[src/include/rv_boot_settings.svh]
/* boot timing and image size, RAM depth,
   address of the memory-mapped output port */

`ifndef RV_BOOT_SETTINGS_SVH
`define RV_BOOT_SETTINGS_SVH

// clk cycles before the flash is selected
`define RV_STARTUP_WAIT 16

// bytes copied from flash into RAM
`define RV_BOOT_BYTES 256

// RAM depth in 32-bit words
`define RV_RAM_WORDS 1024

// stores here go to io_data, not RAM
`define RV_IO_ADDR 32'h0000_FFF0

`endif

[src/hw/rv_pkg.sv]
/* shared types: access sizes, RAM request and response,
   opcodes and the two-view instruction word */

`default_nettype none

package rv_pkg;

  typedef enum logic [1:0] {
    SZ_NONE = 2'd0,
    SZ_BYTE = 2'd1,
    SZ_HALF = 2'd2,
    SZ_WORD = 2'd3
  } size_e;

  typedef enum logic [6:0] {
    OP_LUI    = 7'b0110111,
    OP_AUIPC  = 7'b0010111,
    OP_JAL    = 7'b1101111,
    OP_JALR   = 7'b1100111,
    OP_BRANCH = 7'b1100011,
    OP_LOAD   = 7'b0000011,
    OP_STORE  = 7'b0100011,
    OP_IMM    = 7'b0010011,
    OP_REG    = 7'b0110011
  } opcode_e;

  typedef struct packed {
    size_e       wr_size;   // SZ_NONE when not a write
    size_e       rd_size;   // SZ_NONE when not a read
    logic        sign_ext;  // sign extend byte and half reads
    logic [31:0] addr;      // byte address
    logic [31:0] wdata;     // data in the low lanes
  } ram_req_t;

  typedef struct packed {
    logic [31:0] rdata;  // already extended
  } ram_rsp_t;

  typedef struct packed {
    logic [6:0] funct7;
    logic [4:0] rs2;
    logic [4:0] rs1;
    logic [2:0] funct3;
    logic [4:0] rd;
    opcode_e    opcode;
  } instr_r_t;

  typedef struct packed {
    logic [11:0] imm12;
    logic [4:0]  rs1;
    logic [2:0]  funct3;
    logic [4:0]  rd;
    opcode_e     opcode;
  } instr_i_t;

  typedef union packed {
    instr_r_t r;
    instr_i_t i;
  } instr_u;

endpackage

`default_nettype wire

[src/hw/flash_loader.sv]
/* SPI flash boot loader: power-up wait, read command and address,
   data shift and word writes into RAM */

`timescale 1ns/1ns
`default_nettype none

`include "rv_boot_settings.svh"

module flash_loader (
  input  logic             clk,
  input  logic             rst_n,
  output logic             flash_clk,
  output logic             flash_mosi,
  output logic             flash_cs,
  input  logic             flash_miso,
  output rv_pkg::ram_req_t boot_req,
  output logic             boot_valid,
  input  logic             boot_ready,
  output logic             boot_done
);

  localparam logic [5:0] ST_WAIT  = 6'b000001;
  localparam logic [5:0] ST_CMD   = 6'b000010;
  localparam logic [5:0] ST_ADDR  = 6'b000100;
  localparam logic [5:0] ST_DATA  = 6'b001000;
  localparam logic [5:0] ST_WRITE = 6'b010000;
  localparam logic [5:0] ST_DONE  = 6'b100000;

  logic [5:0]  state;
  logic [31:0] cnt;      // power-up wait
  logic        phase;    // 0 drives flash_clk low, 1 drives it high
  logic [4:0]  bit_cnt;  // wraps every 32 bits
  logic [31:0] sr;       // command out, then data in
  logic [31:0] wr_addr;

  always_ff @(posedge clk) begin
    if (state == ST_WAIT) begin
      sr <= {8'h03, 24'h00_0000};  // read command, address 0
    end else if ((state == ST_CMD || state == ST_ADDR) && !phase) begin
      sr <= {sr[30:0], 1'b0};
    end else if (state == ST_DATA && phase) begin
      sr <= {sr[30:0], flash_miso};  // sample on rising flash_clk
    end
  end

  always_ff @(posedge clk or negedge rst_n) begin
    if (!rst_n) begin
      state      <= ST_WAIT;
      cnt        <= '0;
      phase      <= 1'b0;
      bit_cnt    <= '0;
      flash_clk  <= 1'b0;
      flash_mosi <= 1'b0;
      flash_cs   <= 1'b1;
      wr_addr    <= '0;
      boot_done  <= 1'b0;
    end else begin
      case (state)
        ST_WAIT: begin
          if (cnt == `RV_STARTUP_WAIT - 1) begin
            flash_cs <= 1'b0;
            state    <= ST_CMD;
          end else begin
            cnt <= cnt + 1;
          end
        end
        ST_CMD, ST_ADDR, ST_DATA: begin
          phase <= ~phase;
          if (!phase) begin
            flash_clk <= 1'b0;
            if (state != ST_DATA) begin
              flash_mosi <= sr[31];  // MSB first
            end
          end else begin
            flash_clk <= 1'b1;
            bit_cnt   <= bit_cnt + 5'd1;
            if (state == ST_CMD && bit_cnt == 5'd7) begin
              state <= ST_ADDR;
            end else if (state == ST_ADDR && bit_cnt == 5'd31) begin
              state <= ST_DATA;
            end else if (state == ST_DATA && bit_cnt == 5'd31) begin
              state <= ST_WRITE;  // four bytes in
            end
          end
        end
        ST_WRITE: begin
          if (boot_ready) begin
            wr_addr <= wr_addr + 32'd4;
            if (wr_addr == `RV_BOOT_BYTES - 4) begin
              flash_cs  <= 1'b1;
              boot_done <= 1'b1;
              state     <= ST_DONE;
            end else begin
              state <= ST_DATA;
            end
          end
        end
        ST_DONE: begin
        end
        default: state <= ST_WAIT;
      endcase
    end
  end

  // first byte received lands in the low lane
  always_comb begin
    boot_req.wr_size  = rv_pkg::SZ_WORD;
    boot_req.rd_size  = rv_pkg::SZ_NONE;
    boot_req.sign_ext = 1'b0;
    boot_req.addr     = wr_addr;
    boot_req.wdata    = {sr[7:0], sr[15:8], sr[23:16], sr[31:24]};
  end

  assign boot_valid = (state == ST_WRITE);

  a_cs_stays_high: assert property (@(posedge clk) disable iff (!rst_n)
    boot_done |=> boot_done && flash_cs);

endmodule

`default_nettype wire

[config.mk]
export PLATFORM = sky130hd
export DESIGN_NAME = flash_loader
export DESIGN_NICKNAME = d
export VERILOG_FILES = /design/src/hw/rv_pkg.sv /design/src/hw/flash_loader.sv
export VERILOG_INCLUDE_DIRS = /design/src /design/src/include
export SDC_FILE = /design/constraint.sdc
export NUM_CORES = 1
export LEC_CHECK = 0
export ABC_AREA = 1
export CAP_MARGIN = 10
export CORE_MARGIN = 5
export CORE_UTILIZATION = 35
export DETAILED_ROUTE_END_ITERATION = 10
export DONT_BUFFER_PORTS = 1
export PLACE_DENSITY_LB_ADDON = 0.2
export SLEW_MARGIN = 20
export SYNTH_ARGS = -nofsm -noshare
export SYNTH_HDL_FRONTEND = slang
export SYNTH_SLANG_ARGS = --single-unit
[constraint.sdc]
create_clock -name clk -period 4 [get_ports clk]
set_input_delay 1.2 -clock clk [delete_from_list [all_inputs] [get_ports clk]]
set_output_delay 1.2 -clock clk [all_outputs]
set_load 0.02 [all_outputs]
==> results.tsv, run 1 <==
stage	metric	value	unit
status	status	finished, final reports clean	
sta	Period Utilization, post-route	0.685	
drt	vias	4849	
yosys	commonest cells in the netlist	192 x nand2_1, 130 x nor2_1, 76 x dfrtp_1	
sta	Worst Setup Slack, final	1.26	ns
grt	largest net degree at the start of global routing	79	
grt	initial antenna violation count	0	
layout	nets@finish	796	
yosys	Post-synth top flop	dfrtp_1	
yosys	post-synthesis cell type count	37	
pwr	combinational share of power	0.010	
yosys	Post-synth EDFFs	0	
pwr	leakage power	0.00289	uW
clock_network	cts hold-fix bufs	0	
yosys	area share of the largest cell type after synthesis	0.317	
drt	drt drc	0	
worst_setup_path	worst path cell trace	nor2_2, nand2_1, inv_2, nand2_2, inv_1	
worst_setup_path	Setup crit start kind	register	
worst_setup_path	slowest CP cell	dfrtp_1	
drt	DRT Pass-1 Iters	5	
clock_network	clk root buf	clkbuf_16	
layout	share of layout cells above drive strength 1	0.0656	
yosys	xor/xnor share of the synthesized area	0.0773	
yosys	mux contribution to synthesized area	0.00563	
yosys	largest family of logic cells by synthesized area	simple AND/OR/NAND/NOR gates	
drt	Via density	4.79	
hold_path	worst hold-check path type	reg2reg	
grt	GR Util All Layers	0.152	
floorplan	Ports	78	
yosys	Post-Syn Area	6000	um2
pwr	clock share of power	0.456	
sta	Final min period	2.74	ns
place	IO Port Bufs	0	
grt	first-pass GRT wire length	24700	um
yosys	adder-cell share of the synthesized area	0.00834	
drt	Final ANT Viol Nets	0	
place	DP Worst Slack	1.38	ns
yosys	Synth Area in Simple Gates	0.320	
clock_network	post-cts resize count	0	
pwr	Max IR drop VDD	220	uV
sta	RSZ-0062 raised after global routing	false	
pwr	P per Cell Area	328	nW/um2
sta	Hold Fails Final Rpt	0	
place	instance area after placement	6130	um2
floorplan	core region area	16700	um2
yosys	post-synth top area cell	dfrtp_1	
place	post-detail-place hpwl	10600	um
clock_network	H-tree levels	3	
yosys	register area share after synthesis	0.432	
sta	max-slew violation count	0	
sta	clock skew	0.0123	ns
sta	setup TNS	0	ns
sta	Setup Viol. Count Final	0	
pwr	Sw Share	0.241	
sta	max_slew headroom	0.339	
grt	vias in the first global route	4662	
clock_network	TritonCTS clock tree	yes	
clock_network	Num CTS Buffers	9	
drt	final WL	14700	um
floorplan	Core Rows	47	
floorplan	Initial Util	0.359	
pwr	Psw	510	uW
worst_setup_path	Top Family by Delay on Critical Path	flip-flops	
drt	DRT iter0 DRCs	259	
worst_setup_path	Worst Path Arrival	1.54	ns
layout	final instance area	6450	um2
layout	n_diodes	0	
floorplan	Die Ht	141	um
sta	WHS	0.504	ns
clock_network	Bufs on Longest Clock Path	2	
layout	Finished Layout Cells	1013	
worst_setup_path	kind of critical path	reg2out	
yosys	most numerous cell in the Yosys netlist	nand2_1	
pwr	Reg power frac	0.534	
yosys	synthesized instance count	798	
worst_setup_path	Largest stage delay, worst path	0.44	ns
clock_network	Clock Pin Slew Worst Setup and Hold Paths	0.08	ns
clock_network	Post-CTS Setup Inserts	0	
sta	Peak Freq	0.365	GHz
sta	Least-Margin Pin Slew	0.991	ns
clock_network	worst-skew pair later-pin latency	0.36	ns
place	Placed Cells incl. Taps	997	
flow_run	Max-cap violations	0	
grt	grt total ovfl	0	
yosys	Syn Area/Cell	7.52	um2
yosys	Synth Area in Compound Gates	0.0767	
worst_setup_path	Worst Setup End Kind	output port	
pwr	P_int	1600	uW
yosys	synth warn	0	
worst_setup_path	CP max FO	5	
layout	P&R area growth vs syn	7.48	%
place	GP Congestion	0.828	
drt	Routed WL per cell	14.5	um
worst_setup_path	CP bufs+invs	2	
yosys	synth top area cells	dfrtp_1 32%, nand2_1 12%, dfxtp_1 11%, nor2_1 8.1%, xor2_1 6.0%	
floorplan	Die ar.	19900	um2
clock_network	Sinks on Clock Net	110	
yosys	Synth Register Bits	110	
yosys	Post-synth ARST share	0.709	
worst_setup_path	CP required	2.80	ns
floorplan	Die X	141	um
power groups by stage:
stage / clock, uW / sequential [uW] / combinational, uW
6_report: 963 / 1130 / 21.6
2_1_floorplan: 0 / 1150 / 24.5
5_1_grt: 1040 / 1130 / 25.0
3_3_place_gp: 0 / 1150 / 21.1
3_5_place_dp: 0 / 1150 / 21.5
4_1_cts: 1000 / 1130 / 21.5
metal layers:
layer	vias to the layer above	GRT usage	wire, um
li1	2520	-	-
met1	2230	0.212	7120
met2	88	0.236	6650
met3	11	0.0413	734
met4	0	0.0408	150
met5	-	0	0
logic make-up (layout without fill, tap and decap cells):
| kind of cell | after synthesis | in the layout |
|---|---|---|
| buffers and inverters | 105 | 95 |
| muxes | 3 | 3 |
| and+or+nand+nor | 432 | 432 |
| DFF | 110 | 110 |
| other | 2 | 7 |
| adders and majority gates | 4 | 4 |
| xor gates and xnor gates | 53 | 53 |
| AOI/OAI and AO/OA | 89 | 89 |
sequential cells by signal (all words and copies together), names as in the netlist:
signal      count
wr_addr        30
flash_mosi      1
cnt            32
sr             32
phase           1
bit_cnt         5
state           6
boot_done       1
flash_clk       1
flash_cs        1
area by class of cell:
| class | count | area [um2] |
|---|---|---|
| fillers | 1804 | 10200 |
| multi-input cells | 588 | 2960 |
| flip-flops and latches | 110 | 2590 |
| inverters | 79 | 299 |
| well taps | 220 | 275 |
| clock buffers | 10 | 250 |
| clock inverters | 6 | 73.8 |
per-stage QoR:
step,power [uW],utilization
floorplan,1170,-
global placement,1170,0.367
detailed placement,1170,0.367
CTS,2150,0.386
global route,2200,0.386
finish,2110,0.386
path summary, 6_finish.rpt:
check / start / endpoint / slack [ns] / cells past startpoint
worst min register to register: bit_cnt[0]$_DFFE_PN0P_ / bit_cnt[0]$_DFFE_PN0P_ / 0.50 / 1
worst min-delay path: bit_cnt[0]$_DFFE_PN0P_ / bit_cnt[0]$_DFFE_PN0P_ / 0.50 / 1
min in group asynchronous: rst_n / boot_done$_DFFE_PN0P_ / 0.53 / 0
max in group asynchronous: rst_n / state[0]$_DFFE_PN1P_ / 3.26 / 0
worst max-delay path: state[1]$_DFFE_PN0P_ / boot_valid / 1.26 / 5
worst max register to register: state[1]$_DFFE_PN0P_ / sr[9]$_SDFFE_PP0P_ / 1.41 / 7
cell usage in the layout, fill, tap and decap left out, types with 27 or more instances in the layout:
cell and count:
nand2_1 192, xor2_1 41, dfxtp_1 32, dfrtp_1 76, o21ai_0 39, nor2_1 130, nor3_1 27, inv_1 75
nand3_1 33, a21oi_1 31
(Power assumes the default switching activity.)
==> run 2, diff against run 1 <==
==> constraint.sdc (replaced) <==
create_clock -name clk -period 2.4 [get_ports clk]
set_input_delay 0.72 -clock clk [delete_from_list [all_inputs] [get_ports clk]]
set_output_delay 0.72 -clock clk [all_outputs]
set_load 0.02 [all_outputs]
==> run 2 against run 1 <==
Against the previous run: via count rose by 0.56%; power rose by 66%; first-iteration DRC count rose by 11%; sequential share of layout area fell by 0.49 points; highest routed layer unchanged; sequential power rose by 66%; setup slack got worse by 1.1 ns; final cell count rose by 1.1%; utilization rose by 0.47 points; worst hold slack got worse by 0.46 ns; global-route usage fell by 0.37 points.
==> results.tsv, run 2 (same netlist as run 1, synthesis figures left out) <==
stage	metric	value	unit
grt	grt total ovfl	0	
worst_setup_path	Top Family by Delay on Critical Path	flip-flops	
floorplan	core region area	16700	um2
grt	initial antenna violation count	0	
sta	Least-Margin Pin Slew	0.572	ns
place	IO Port Bufs	0	
drt	Final ANT Viol Nets	0	
status	status	finished, final reports clean	
layout	commonest non-fill, non-tap cell in the layout	nand2_1	
clock_network	Bufs on Longest Clock Path	2	
drt	vias	4876	
floorplan	Die X	141	um
place	post-detail-place hpwl	10600	um
grt	first-pass GRT wire length	24100	um
drt	DRT Pass-1 Iters	5	
grt	largest net degree at the start of global routing	79	
clock_network	worst-skew pair later-pin latency	0.36	ns
drt	final WL	14500	um
worst_setup_path	Worst Setup End Kind	output port	
floorplan	Die Ht	141	um
floorplan	Ports	78	
pwr	Max IR drop VDD	330	uV
pwr	power after layout	3500	uW
worst_setup_path	Worst Path Arrival	1.50	ns
grt	GR Util All Layers	0.149	
worst_setup_path	WP depth	5	
layout	nets@finish	807	
pwr	Reg power frac	0.538	
worst_setup_path	Setup crit start kind	register	
sta	Peak Freq	0.450	GHz
worst_setup_path	CP max FO	5	
pwr	Sw Share	0.250	
layout	P&R area growth vs syn	8.80	%
pwr	P_int	2630	uW
clock_network	Post-CTS Setup Inserts	0	
layout	largest registers	cnt (32), sr (32), wr_addr (30)	
pwr	combinational share of power	0.010	
worst_setup_path	reg2reg end	cnt[20]$_DFFE_PN0P_	
worst_setup_path	FF-to-FF path depth	9	
clock_network	H-tree levels	3	
grt	vias in the first global route	4567	
pwr	leakage power	0.00293	uW
drt	Routed WL per cell	14.1	um
layout	n_diodes	0	
flow_run	Max-cap violations	0	
pwr	P per Cell Area	536	nW/um2
pwr	clock share of power	0.452	
floorplan	Initial Util	0.359	
clock_network	Sinks on Clock Net	110	
worst_setup_path	kind of critical path	reg2out	
floorplan	Die ar.	19900	um2
clock_network	Clock Pin Slew Worst Setup and Hold Paths	0.09	ns
sta	RSZ-0062 raised after global routing	false	
clock_network	TritonCTS clock tree	yes	
hold_path	worst hold-check path type	in2async	
worst_setup_path	reg2reg start	cnt[0]$_DFFE_PN0P_	
worst_setup_path	R2R setup slack	0.26	ns
drt	DRT iter0 DRCs	287	
floorplan	Core Rows	47	
sta	Setup Viol. Count Final	0	
clock_network	clk root buf	clkbuf_16	
worst_setup_path	Largest stage delay, worst path	0.45	ns
worst_setup_path	worst path cell trace	nor2_2, nand2_1, inv_2, nand2_2, clkinvlp_4	
layout	commonest cells after routing, fill and taps aside	192 x nand2_1, 130 x nor2_1, 76 x dfrtp_1, 74 x inv_1, 41 x xor2_1	
worst_setup_path	slowest CP cell	dfrtp_1	
sta	max-slew violation count	0	
sta	Final min period	2.22	ns
worst_setup_path	CP required	1.68	ns
sta	setup TNS	0	ns
sta	Hold Fails Final Rpt	0	
worst_setup_path	CP bufs+invs	2	
pwr	Psw	874	uW
sta	Period Utilization, post-route	0.926	
sta	max_slew headroom	0.618	
layout	share of layout cells above drive strength 1	0.0796	
drt	drt drc	0	
sta	clock skew	0.0128	ns
clock_network	Num CTS Buffers	9	
place	GP Congestion	0.805	
drt	Via density	4.76	
run 2: cell count changes in the layout (fill, tap and decap cells not counted):
cell / previous run / this run
buf_4: 0 / 11
inv_1: 75 / 74
clkinvlp_4: 0 / 1
inv_8: 1 / 3
clkbuf_16: 10 / 9
clkinv_2: 1 / 0
run 2: worst reg2reg max path: stages (launching register included):
cell	delay [ns]
dfrtp_1	0.44
ha_1	0.28
nand3_1	0.17
nor2_1	0.07
nand2_1	0.14
nor2_2	0.08
nor2_4	0.45
buf_4	0.30
nand2_1	0.07
o21ai_1	0.07
run 2: how the worst max path moves through the flow:
stage | end | startpoint | slack [ns]
after detailed placement | cnt[23]$_DFFE_PN0P_ | cnt[0]$_DFFE_PN0P_ | 0.26
after global placement | cnt[23]$_DFFE_PN0P_ | cnt[0]$_DFFE_PN0P_ | 0.33
after global routing | boot_valid | state[1]$_DFFE_PN0P_ | 0.07
after floorplan | boot_valid | state[1]$_DFFE_PN0P_ | 0.65
after CTS | boot_valid | state[1]$_DFFE_PN0P_ | 0.09
final | boot_valid | state[1]$_DFFE_PN0P_ | 0.18
run 2: power groups by stage:
| stage | sequential [uW] | clock [uW] | combinational (uW) |
|---|---|---|---|
| after detailed placement | 1920 | 0 | 35.5 |
| after global routing | 1880 | 1720 | 40.8 |
| after CTS | 1880 | 1640 | 35.6 |
| after floorplan | 1910 | 0 | 40.8 |
| final | 1880 | 1580 | 36.0 |
| after global placement | 1920 | 0 | 35.3 |
run 2: per-stage QoR:
step,hold WS [ns],area (um2),worst slack [ns],util,cells
floorplan,0.424,6020,0.645,-,803
CTS,0.0324,6530,0.0860,0.391,1024
finish,0.0467,6530,0.178,0.391,1024
global route,0.0207,6530,0.0693,0.391,1024
global placement,0.431,6210,0.328,0.372,1008
detailed placement,0.431,6210,0.262,0.372,1008
run 2: final cells by class:
type	count	area, um2
fillers	1780	10200
multi-input cells	588	2960
flip-flops and latches	110	2590
inverters	79	303
well taps	220	275
clock buffers	9	225
clock inverters	7	91.3
repair buffers	11	82.6
run 2: repair_timing:
| item | 4_1_cts | 5_1_grt |
|---|---|---|
| setup endpoints to repair | 0 | 1 |
| resized for setup | 0 | 1 |
| hold buffers | 0 | 0 |
run 2: layer usage:
layer | GRT usage | share of wire | vias up
met1 | 0.217 | 0.49 | 2220
met3 | 0.0427 | 0.056 | 11
li1 | - | - | 2550
met5 | 0 | 0 | -
met2 | 0.215 | 0.44 | 95
met4 | 0.0403 | 0.013 | 0
