### src/include/rv_boot_settings.svh
/* boot timing and image size, RAM depth,
   address of the memory-mapped output port */

`ifndef RV_BOOT_SETTINGS_SVH
`define RV_BOOT_SETTINGS_SVH

// clk cycles before the flash is selected
`define RV_STARTUP_WAIT 16

// bytes copied from flash into RAM
`define RV_BOOT_BYTES 256

// RAM depth in 32-bit words
`define RV_RAM_WORDS 1024

// stores here go to io_data, not RAM
`define RV_IO_ADDR 32'h0000_FFF0

`endif

### src/hw/rv_pkg.sv
/* shared types: access sizes, RAM request and response,
   opcodes and the two-view instruction word */

`default_nettype none

package rv_pkg;

  typedef enum logic [1:0] {
    SZ_NONE = 2'd0,
    SZ_BYTE = 2'd1,
    SZ_HALF = 2'd2,
    SZ_WORD = 2'd3
  } size_e;

  typedef enum logic [6:0] {
    OP_LUI    = 7'b0110111,
    OP_AUIPC  = 7'b0010111,
    OP_JAL    = 7'b1101111,
    OP_JALR   = 7'b1100111,
    OP_BRANCH = 7'b1100011,
    OP_LOAD   = 7'b0000011,
    OP_STORE  = 7'b0100011,
    OP_IMM    = 7'b0010011,
    OP_REG    = 7'b0110011
  } opcode_e;

  typedef struct packed {
    size_e       wr_size;   // SZ_NONE when not a write
    size_e       rd_size;   // SZ_NONE when not a read
    logic        sign_ext;  // sign extend byte and half reads
    logic [31:0] addr;      // byte address
    logic [31:0] wdata;     // data in the low lanes
  } ram_req_t;

  typedef struct packed {
    logic [31:0] rdata;  // already extended
  } ram_rsp_t;

  typedef struct packed {
    logic [6:0] funct7;
    logic [4:0] rs2;
    logic [4:0] rs1;
    logic [2:0] funct3;
    logic [4:0] rd;
    opcode_e    opcode;
  } instr_r_t;

  typedef struct packed {
    logic [11:0] imm12;
    logic [4:0]  rs1;
    logic [2:0]  funct3;
    logic [4:0]  rd;
    opcode_e     opcode;
  } instr_i_t;

  typedef union packed {
    instr_r_t r;
    instr_i_t i;
  } instr_u;

endpackage

`default_nettype wire

### src/hw/reg_file.sv
/* integer register file, x1..x31 writable, x0 reads zero */

`timescale 1ns/1ns
`default_nettype none

module reg_file (
  input  logic        clk,
  input  logic [4:0]  rs1,
  input  logic [4:0]  rs2,
  output logic [31:0] rs1_data,
  output logic [31:0] rs2_data,
  input  logic [4:0]  rd,
  input  logic [31:0] rd_data,
  input  logic        rd_we
);

  logic [31:0] regs [1:31];

  always_ff @(posedge clk) begin
    if (rd_we && rd != 5'd0) begin
      regs[rd] <= rd_data;
    end
  end

  assign rs1_data = (rs1 == 5'd0) ? 32'd0 : regs[rs1];
  assign rs2_data = (rs2 == 5'd0) ? 32'd0 : regs[rs2];

endmodule

`default_nettype wire

### src/hw/rv_core.sv
/* multi-cycle RV32I subset core: fetch, execute, load and store
   states with decode, ALU and branch compare */

`timescale 1ns/1ns
`default_nettype none

module rv_core (
  input  logic             clk,
  input  logic             rst_n,
  input  logic             start,
  output rv_pkg::ram_req_t core_req,
  output logic             core_valid,
  input  logic             core_ready,
  input  rv_pkg::ram_rsp_t core_rsp,
  input  logic             core_rsp_valid
);

  localparam logic [2:0] ST_IDLE       = 3'd0;
  localparam logic [2:0] ST_FETCH      = 3'd1;
  localparam logic [2:0] ST_FETCH_WAIT = 3'd2;
  localparam logic [2:0] ST_EXEC       = 3'd3;
  localparam logic [2:0] ST_LOAD       = 3'd4;
  localparam logic [2:0] ST_LOAD_WAIT  = 3'd5;
  localparam logic [2:0] ST_LOAD_WB    = 3'd6;
  localparam logic [2:0] ST_STORE      = 3'd7;

  logic [2:0]       state;
  logic [31:0]      pc;
  rv_pkg::instr_u   ir;
  logic [31:0]      load_data;
  rv_pkg::ram_req_t mem_req;  // pending load or store
  logic [31:0]      rs1_data, rs2_data;
  logic [31:0]      imm_i, imm_s, imm_b, imm_u, imm_j;
  logic [31:0]      opb, alu, rd_val, pc_next;
  logic             wr_rd, taken, lt, ltu, rd_we;

  function automatic rv_pkg::size_e size_of(input logic [2:0] f3);
    case (f3[1:0])
      2'd0:    return rv_pkg::SZ_BYTE;
      2'd1:    return rv_pkg::SZ_HALF;
      default: return rv_pkg::SZ_WORD;
    endcase
  endfunction

  // immediates from the two views of the word
  assign imm_i = {{20{ir.i.imm12[11]}}, ir.i.imm12};
  assign imm_s = {{20{ir.r.funct7[6]}}, ir.r.funct7, ir.r.rd};
  assign imm_b = {{20{ir.r.funct7[6]}}, ir.r.rd[0], ir.r.funct7[5:0], ir.r.rd[4:1], 1'b0};
  assign imm_u = {ir.i.imm12, ir.i.rs1, ir.i.funct3, 12'd0};
  assign imm_j = {{12{ir.i.imm12[11]}}, ir.i.rs1, ir.i.funct3, ir.i.imm12[0],
                  ir.i.imm12[10:1], 1'b0};

  assign opb = (ir.r.opcode == rv_pkg::OP_REG) ? rs2_data : imm_i;
  assign lt  = $signed(rs1_data) < $signed(rs2_data);
  assign ltu = rs1_data < rs2_data;

  always_comb begin
    case (ir.r.funct3)
      3'd0: alu = (ir.r.opcode == rv_pkg::OP_REG && ir.r.funct7[5]) ?
                  rs1_data - opb : rs1_data + opb;  // SUB only for reg-reg
      3'd1: alu = rs1_data << opb[4:0];
      3'd2: alu = {31'd0, $signed(rs1_data) < $signed(opb)};
      3'd3: alu = {31'd0, rs1_data < opb};
      3'd4: alu = rs1_data ^ opb;
      3'd5: alu = ir.r.funct7[5] ? $unsigned($signed(rs1_data) >>> opb[4:0]) :
                  rs1_data >> opb[4:0];
      3'd6: alu = rs1_data | opb;
      default: alu = rs1_data & opb;
    endcase
    case (ir.r.funct3)
      3'd0: taken = (rs1_data == rs2_data);
      3'd1: taken = (rs1_data != rs2_data);
      3'd4: taken = lt;
      3'd5: taken = !lt;
      3'd6: taken = ltu;
      3'd7: taken = !ltu;
      default: taken = 1'b0;
    endcase
  end

  always_comb begin
    pc_next = pc + 32'd4;
    rd_val  = alu;
    wr_rd   = 1'b0;
    case (ir.r.opcode)
      rv_pkg::OP_LUI: begin
        rd_val = imm_u;
        wr_rd  = 1'b1;
      end
      rv_pkg::OP_AUIPC: begin
        rd_val = pc + imm_u;
        wr_rd  = 1'b1;
      end
      rv_pkg::OP_JAL: begin
        rd_val  = pc + 32'd4;
        wr_rd   = 1'b1;
        pc_next = pc + imm_j;
      end
      rv_pkg::OP_JALR: begin
        rd_val  = pc + 32'd4;
        wr_rd   = 1'b1;
        pc_next = (rs1_data + imm_i) & ~32'd1;
      end
      rv_pkg::OP_BRANCH: if (taken) pc_next = pc + imm_b;
      rv_pkg::OP_IMM, rv_pkg::OP_REG: wr_rd = 1'b1;
      default: ;
    endcase
  end

  assign rd_we = (state == ST_EXEC && wr_rd) || state == ST_LOAD_WB;

  always_ff @(posedge clk or negedge rst_n) begin
    if (!rst_n) begin
      state <= ST_IDLE;
      pc    <= '0;
    end else begin
      case (state)
        ST_IDLE: begin
          pc <= '0;
          if (start) state <= ST_FETCH;
        end
        ST_FETCH:      if (core_ready) state <= ST_FETCH_WAIT;
        ST_FETCH_WAIT: if (core_rsp_valid) state <= ST_EXEC;
        ST_EXEC: begin
          pc <= pc_next;
          if (ir.r.opcode == rv_pkg::OP_LOAD) state <= ST_LOAD;
          else if (ir.r.opcode == rv_pkg::OP_STORE) state <= ST_STORE;
          else state <= ST_FETCH;
        end
        ST_LOAD:      if (core_ready) state <= ST_LOAD_WAIT;
        ST_LOAD_WAIT: if (core_rsp_valid) state <= ST_LOAD_WB;
        ST_LOAD_WB:   state <= ST_FETCH;
        default:      if (core_ready) state <= ST_FETCH;  // store
      endcase
    end
  end

  always_ff @(posedge clk) begin
    if (state == ST_FETCH_WAIT && core_rsp_valid) ir <= core_rsp.rdata;
    if (state == ST_LOAD_WAIT && core_rsp_valid) load_data <= core_rsp.rdata;
    if (state == ST_EXEC) begin
      mem_req.addr     <= rs1_data + ((ir.r.opcode == rv_pkg::OP_STORE) ? imm_s : imm_i);
      mem_req.wdata    <= rs2_data;
      mem_req.sign_ext <= !ir.r.funct3[2];  // LBU and LHU clear it
      mem_req.wr_size  <= (ir.r.opcode == rv_pkg::OP_STORE) ?
                          size_of(ir.r.funct3) : rv_pkg::SZ_NONE;
      mem_req.rd_size  <= (ir.r.opcode == rv_pkg::OP_LOAD) ?
                          size_of(ir.r.funct3) : rv_pkg::SZ_NONE;
    end
  end

  always_comb begin
    core_req = mem_req;
    if (state == ST_FETCH) begin
      core_req.wr_size  = rv_pkg::SZ_NONE;
      core_req.rd_size  = rv_pkg::SZ_WORD;
      core_req.sign_ext = 1'b0;
      core_req.addr     = pc;
    end
  end

  assign core_valid = (state == ST_FETCH || state == ST_LOAD || state == ST_STORE);

  reg_file u_regs (
    .clk      (clk),
    .rs1      (ir.i.rs1),
    .rs2      (ir.r.rs2),
    .rs1_data (rs1_data),
    .rs2_data (rs2_data),
    .rd       (ir.r.rd),
    .rd_data  ((state == ST_LOAD_WB) ? load_data : rd_val),
    .rd_we    (rd_we)
  );

  a_idle_before_start: assert property (@(posedge clk) disable iff (!rst_n)
    !start |-> !core_valid);

  a_req_stable: assert property (@(posedge clk) disable iff (!rst_n)
    core_valid && !core_ready |=> core_valid && $stable(core_req));

endmodule

`default_nettype wire

### config.mk
export PLATFORM = sky130hd
export DESIGN_NAME = rv_core
export DESIGN_NICKNAME = d
export VERILOG_FILES = /design/src/include/rv_boot_settings.svh /design/src/hw/rv_pkg.sv /design/src/hw/reg_file.sv /design/src/hw/rv_core.sv
export SDC_FILE = /design/constraint.sdc
export NUM_CORES = 2
export LEC_CHECK = 0
export BUFFER_PORTS_ARGS = -buffer_cell sky130_fd_sc_hd__buf_2
export CAP_MARGIN = 10
export CORE_MARGIN = 4
export CORE_UTILIZATION = 30
export CTS_CLUSTER_SIZE = 40
export DETAILED_ROUTE_END_ITERATION = 8
export PLACE_DENSITY = 0.42
export SYNTH_ARGS = -nofsm -noshare
export SYNTH_HDL_FRONTEND = slang
export SYNTH_HIERARCHICAL = 1
export SYNTH_SLANG_ARGS = --single-unit
### constraint.sdc
create_clock -name clk -period 9.2 [get_ports clk]
set_input_delay 0.92 -clock clk [delete_from_list [all_inputs] [get_ports clk]]
set_output_delay 0.92 -clock clk [all_outputs]
set_load 0.02 [all_outputs]
==> out/summary.json <==
{
  "clock_tree": {
    "cts.repair_timing.setup_buffer_count": 0,
    "cts_repair_resize_count": 0,
    "cts_made_buffers": 141,
    "ctsHtreeMaxLevel": 4,
    "tritoncts": "done",
    "hold_buffers": 0,
    "clkTransAtPathRegs_ns": 0.08,
    "cts_root_buffer": "sky130_fd_sc_hd__clkbuf_16",
    "cts-root-to-sink-buffers": 3,
    "clk_latency_ns": 0.84,
    "number_of_sinks_handled_by_clock_tree_synthesis": 1159
  },
  "sta": {
    "finalClockSkew_ns": 0.0656,
    "final-hold-violation-count": 0,
    "min_period_over_period_pct": 82.4,
    "max_freq_mhz": 132,
    "setup_viol": 0,
    "slew_of_the_pin_with_the_lowest_slew_margin_ns": 1.32,
    "total_neg_setup_slack_ns": 0,
    "rsz_0062_raised_after_global_routing": "no",
    "maxSlewHeadroom_pct": 12.0,
    "report.final.slew_viol_count": 0,
    "setup_ws_ns": 1.62,
    "final.min_clock_period_ns": 7.58
  },
  "global_route": {
    "grt_pass1_vias": 55700,
    "grt_start_max_net_pins": 84,
    "track_usage_pct": 27.3,
    "grt_antenna_before_repair": 18,
    "grt_first_pass_wirelength_um": 475000,
    "overflow": 0
  },
  "pwr": {
    "power.sequential.fraction_pct": 34.9,
    "p_leak_uw": 0.0289,
    "vdd_ir_drop_max_v": 0.000119,
    "clockPowerShare_pct": 28.7,
    "power.net_switching_uw": 7580,
    "pwr-share-comb_pct": 36.4,
    "p_sw_share_pct": 39.1,
    "intPower_uw": 11800,
    "power.density_cell_area_nw_per_um2": 237
  },
  "setup_path": {
    "setup.worst_path.class": "reg -> reg",
    "r2r.worst_path.cells": 18,
    "cp-start-kind": "flip-flop",
    "crit_required_ns": 9.64,
    "setup.reg_to_reg.worst_slack_ns": 1.62,
    "worst_r2r_endpoint": "u_regs/regs[29][20]$_DFFE_PP_",
    "worst-path-max-fanout": 54,
    "timing.rr.start": "ir[17]$_DFFE_PP_",
    "worstPathArrival_ns": 8.02,
    "critical_path.endpoint_type": "flip-flop"
  },
  "placed_design": {
    "place.port_buffers": 106,
    "dpl.hpwl_um": 243000,
    "pre_cts_slack_ns": 1.86,
    "globalplace.congestion": 1.04
  },
  "routing": {
    "drt_wl_total_um": 350000,
    "vias_per_cell": 6.18,
    "remaining_drc_errors": 0,
    "drtPass1Iterations": 6,
    "detailedRoute.firstIterationViolations": 7192,
    "dr_total_vias": 58000,
    "antenna_left": 0,
    "wl_per_cell_um": 37.3
  },
  "cells_and_area": {
    "syn2layout_area_growth_pct": 13.4,
    "finalNetCount": 6363,
    "drive_gt1_share_pct": 18.7
  },
  "die": {
    "fp-row-count": 179,
    "design.die.area_um2": 248000,
    "core_area_um2": 239000,
    "dieHeight_um": 498,
    "floorplan.io_pins": 107,
    "fp.dieW_um": 498,
    "initial_core_util_pct": 30.3
  },
  "flow_run": {
    "max_cap_viol_count": 0
  },
  "synth": {
    "synth_flop_cell": "sky130_fd_sc_hd__edfxtp_1",
    "synth-edff-count": 1125,
    "synth-async-reset-ratio_pct": 2.93,
    "synthesis.nets": 6275,
    "netlist_instances": 6019,
    "syn_avg_cell_area_um2": 12.0,
    "postSynthRegisterBits": 1159,
    "synth_warnings": 6,
    "synth_sequential_area_ratio_pct": 48.0,
    "syn_area_um2": 72200,
    "synth_cell_types": 109
  },
  "min_path": {
    "hold_path_class": "in -> async"
  },
  "status": {
    "run_status": "finished, final reports clean"
  }
}
[stage by stage]
| stage | instances | area [um2] | util [%] | hold WS, ns | power (uW) |
|---|---|---|---|---|---|
| finish | 9386 | 81900 | 34.3 | 0.233 | 19400 |
| global route | 9385 | 81900 | 34.3 | 0.269 | 20100 |
| CTS | 9382 | 81800 | 34.3 | 0.228 | 19400 |
| detailed placement | 9131 | 77300 | 32.4 | 0.684 | 13800 |
| global placement | 9131 | 77300 | 32.4 | 0.681 | 13800 |
| floorplan | 6019 | 72200 | - | 0.572 | 10900 |
[critical path, cell delays in order (launching register included)]
cell and delay (ns):
sky130_fd_sc_hd__edfxtp_1 1.15, sky130_fd_sc_hd__buf_12 0.39, sky130_fd_sc_hd__mux4_2 0.36, sky130_fd_sc_hd__mux2i_1 0.24, sky130_fd_sc_hd__mux2_2 0.21, sky130_fd_sc_hd__o221ai_2 0.37, sky130_fd_sc_hd__ha_1 0.46, sky130_fd_sc_hd__fa_1 0.45
sky130_fd_sc_hd__a21oi_1 0.27, sky130_fd_sc_hd__o221ai_1 0.41, sky130_fd_sc_hd__o22ai_1 0.61, sky130_fd_sc_hd__o21ai_0 0.21, sky130_fd_sc_hd__buf_4 0.18, sky130_fd_sc_hd__nor4_1 0.23, sky130_fd_sc_hd__o21a_1 0.18, sky130_fd_sc_hd__a31oi_1 0.05
sky130_fd_sc_hd__xnor2_1 0.18, sky130_fd_sc_hd__a211oi_1 0.18, sky130_fd_sc_hd__nor2_2 0.91
[cells by family (layout without fill, tap and decap cells)]
logic type / after synthesis / count (layout) / share of synthesized area (%)
AO/OA/AOI/OAI: 1638 / 1638 / 15.3
AND/OR/NAND/NOR: 1378 / 1378 / 9.04
flip-flops: 1159 / 1159 / 48.0
multiplexers: 799 / 799 / 17.4
buffers and inverters: 643 / 839 / 4.17
adder cells (fa/ha/maj): 219 / 219 / 3.86
XOR/XNOR: 183 / 183 / 2.22
other: 0 / 4 / 0
[cell usage in the layout (no fill, tap or decap), types with 28 or more instances in the layout]
master and n:
sky130_fd_sc_hd__clkbuf_16 142, sky130_fd_sc_hd__edfxtp_1 1125, sky130_fd_sc_hd__a31oi_1 80, sky130_fd_sc_hd__buf_2 106, sky130_fd_sc_hd__mux2i_1 363, sky130_fd_sc_hd__nand4_1 54, sky130_fd_sc_hd__buf_4 285, sky130_fd_sc_hd__a21oi_1 392
sky130_fd_sc_hd__dfrtp_1 34, sky130_fd_sc_hd__a211o_1 49, sky130_fd_sc_hd__ha_1 213, sky130_fd_sc_hd__mux4_2 346, sky130_fd_sc_hd__and2_1 46, sky130_fd_sc_hd__inv_1 171, sky130_fd_sc_hd__nor3_1 73, sky130_fd_sc_hd__and3_1 48
sky130_fd_sc_hd__clkinv_1 32, sky130_fd_sc_hd__nand2_1 365, sky130_fd_sc_hd__a211oi_1 87, sky130_fd_sc_hd__nor2_4 32, sky130_fd_sc_hd__a311o_1 35, sky130_fd_sc_hd__a22oi_1 114, sky130_fd_sc_hd__nand3_1 181, sky130_fd_sc_hd__a21o_1 94
sky130_fd_sc_hd__a22o_1 49, sky130_fd_sc_hd__o211ai_1 63, sky130_fd_sc_hd__nor2b_1 58, sky130_fd_sc_hd__nand2b_1 41, sky130_fd_sc_hd__o22ai_1 28, sky130_fd_sc_hd__mux2_2 74, sky130_fd_sc_hd__xnor2_1 131, sky130_fd_sc_hd__o21ai_0 279
sky130_fd_sc_hd__o21bai_1 38, sky130_fd_sc_hd__xor2_1 52, sky130_fd_sc_hd__nor2_1 363, sky130_fd_sc_hd__a221oi_1 35
[synth_stat cells (all sizes together) (115+ instances only)]
library cell,instances,share of area [%]
ha,213,3.7
mux4,356,11
a21oi,402,2.8
nand3,183,1.3
clkbuf,246,1.3
a22oi,115,1.2
o21ai,308,2.1
buf,218,2.0
mux2i,363,5.0
nand2,366,1.9
nor2,401,2.1
edfxtp,1125,47
xnor2,131,1.6
inv,176,0.92
[registers in the layout, indices dropped and copies added, names as in the netlist]
signal and cells:
pc 31, state 3, u_regs/regs 992, load_data 32, core_req 32, mem_req 37, ir 32
[layout make-up]
type | count | area, um2
clock buffer | 164 | 3640
multi-input combinational | 4217 | 35000
tap | 3167 | 3960
clock inverter | 87 | 911
timing repair buffer | 409 | 3030
sequential | 1159 | 34600
antenna | 4 | 10.0
fill | 23600 | 157000
inverter | 179 | 674
[power groups by stage]
stage,Clock (uW),Combinational [uW],Sequential (uW)
after floorplan,0,4210,6710
after global placement,0,6960,6870
after detailed placement,0,6920,6870
after CTS,5700,6950,6760
after global routing,5920,7420,6780
final,5560,7060,6760
[per-layer routing]
layer  global-route usage [%]  share of wire [%]  vias up  routed length (um)
met5                        0              0.019        -                  67
met4                     11.2                4.9       10               17000
met3                     4.32                7.5      566               26100
met2                     42.4                 45     2891              156000
met1                     37.9                 43    30600              151000
li1                         -                  -    23900                   -
[worst max path at each step]
stage	slack, ns	startpoint	depth (start not counted)	endpoint
after floorplan	2.54	ir[20]$_DFFE_PP_	26	u_regs/regs[10][17]$_DFFE_PP_
after global placement	1.96	ir[16]$_DFFE_PP_	21	u_regs/regs[26][28]$_DFFE_PP_
after detailed placement	1.86	ir[20]$_DFFE_PP_	24	u_regs/regs[14][20]$_DFFE_PP_
after CTS	1.80	ir[20]$_DFFE_PP_	24	u_regs/regs[27][20]$_DFFE_PP_
after global routing	1.47	ir[20]$_DFFE_PP_	24	u_regs/regs[31][20]$_DFFE_PP_
final	1.62	ir[17]$_DFFE_PP_	18	u_regs/regs[29][20]$_DFFE_PP_
No activity file was read; power rests on OpenSTA's default activity.
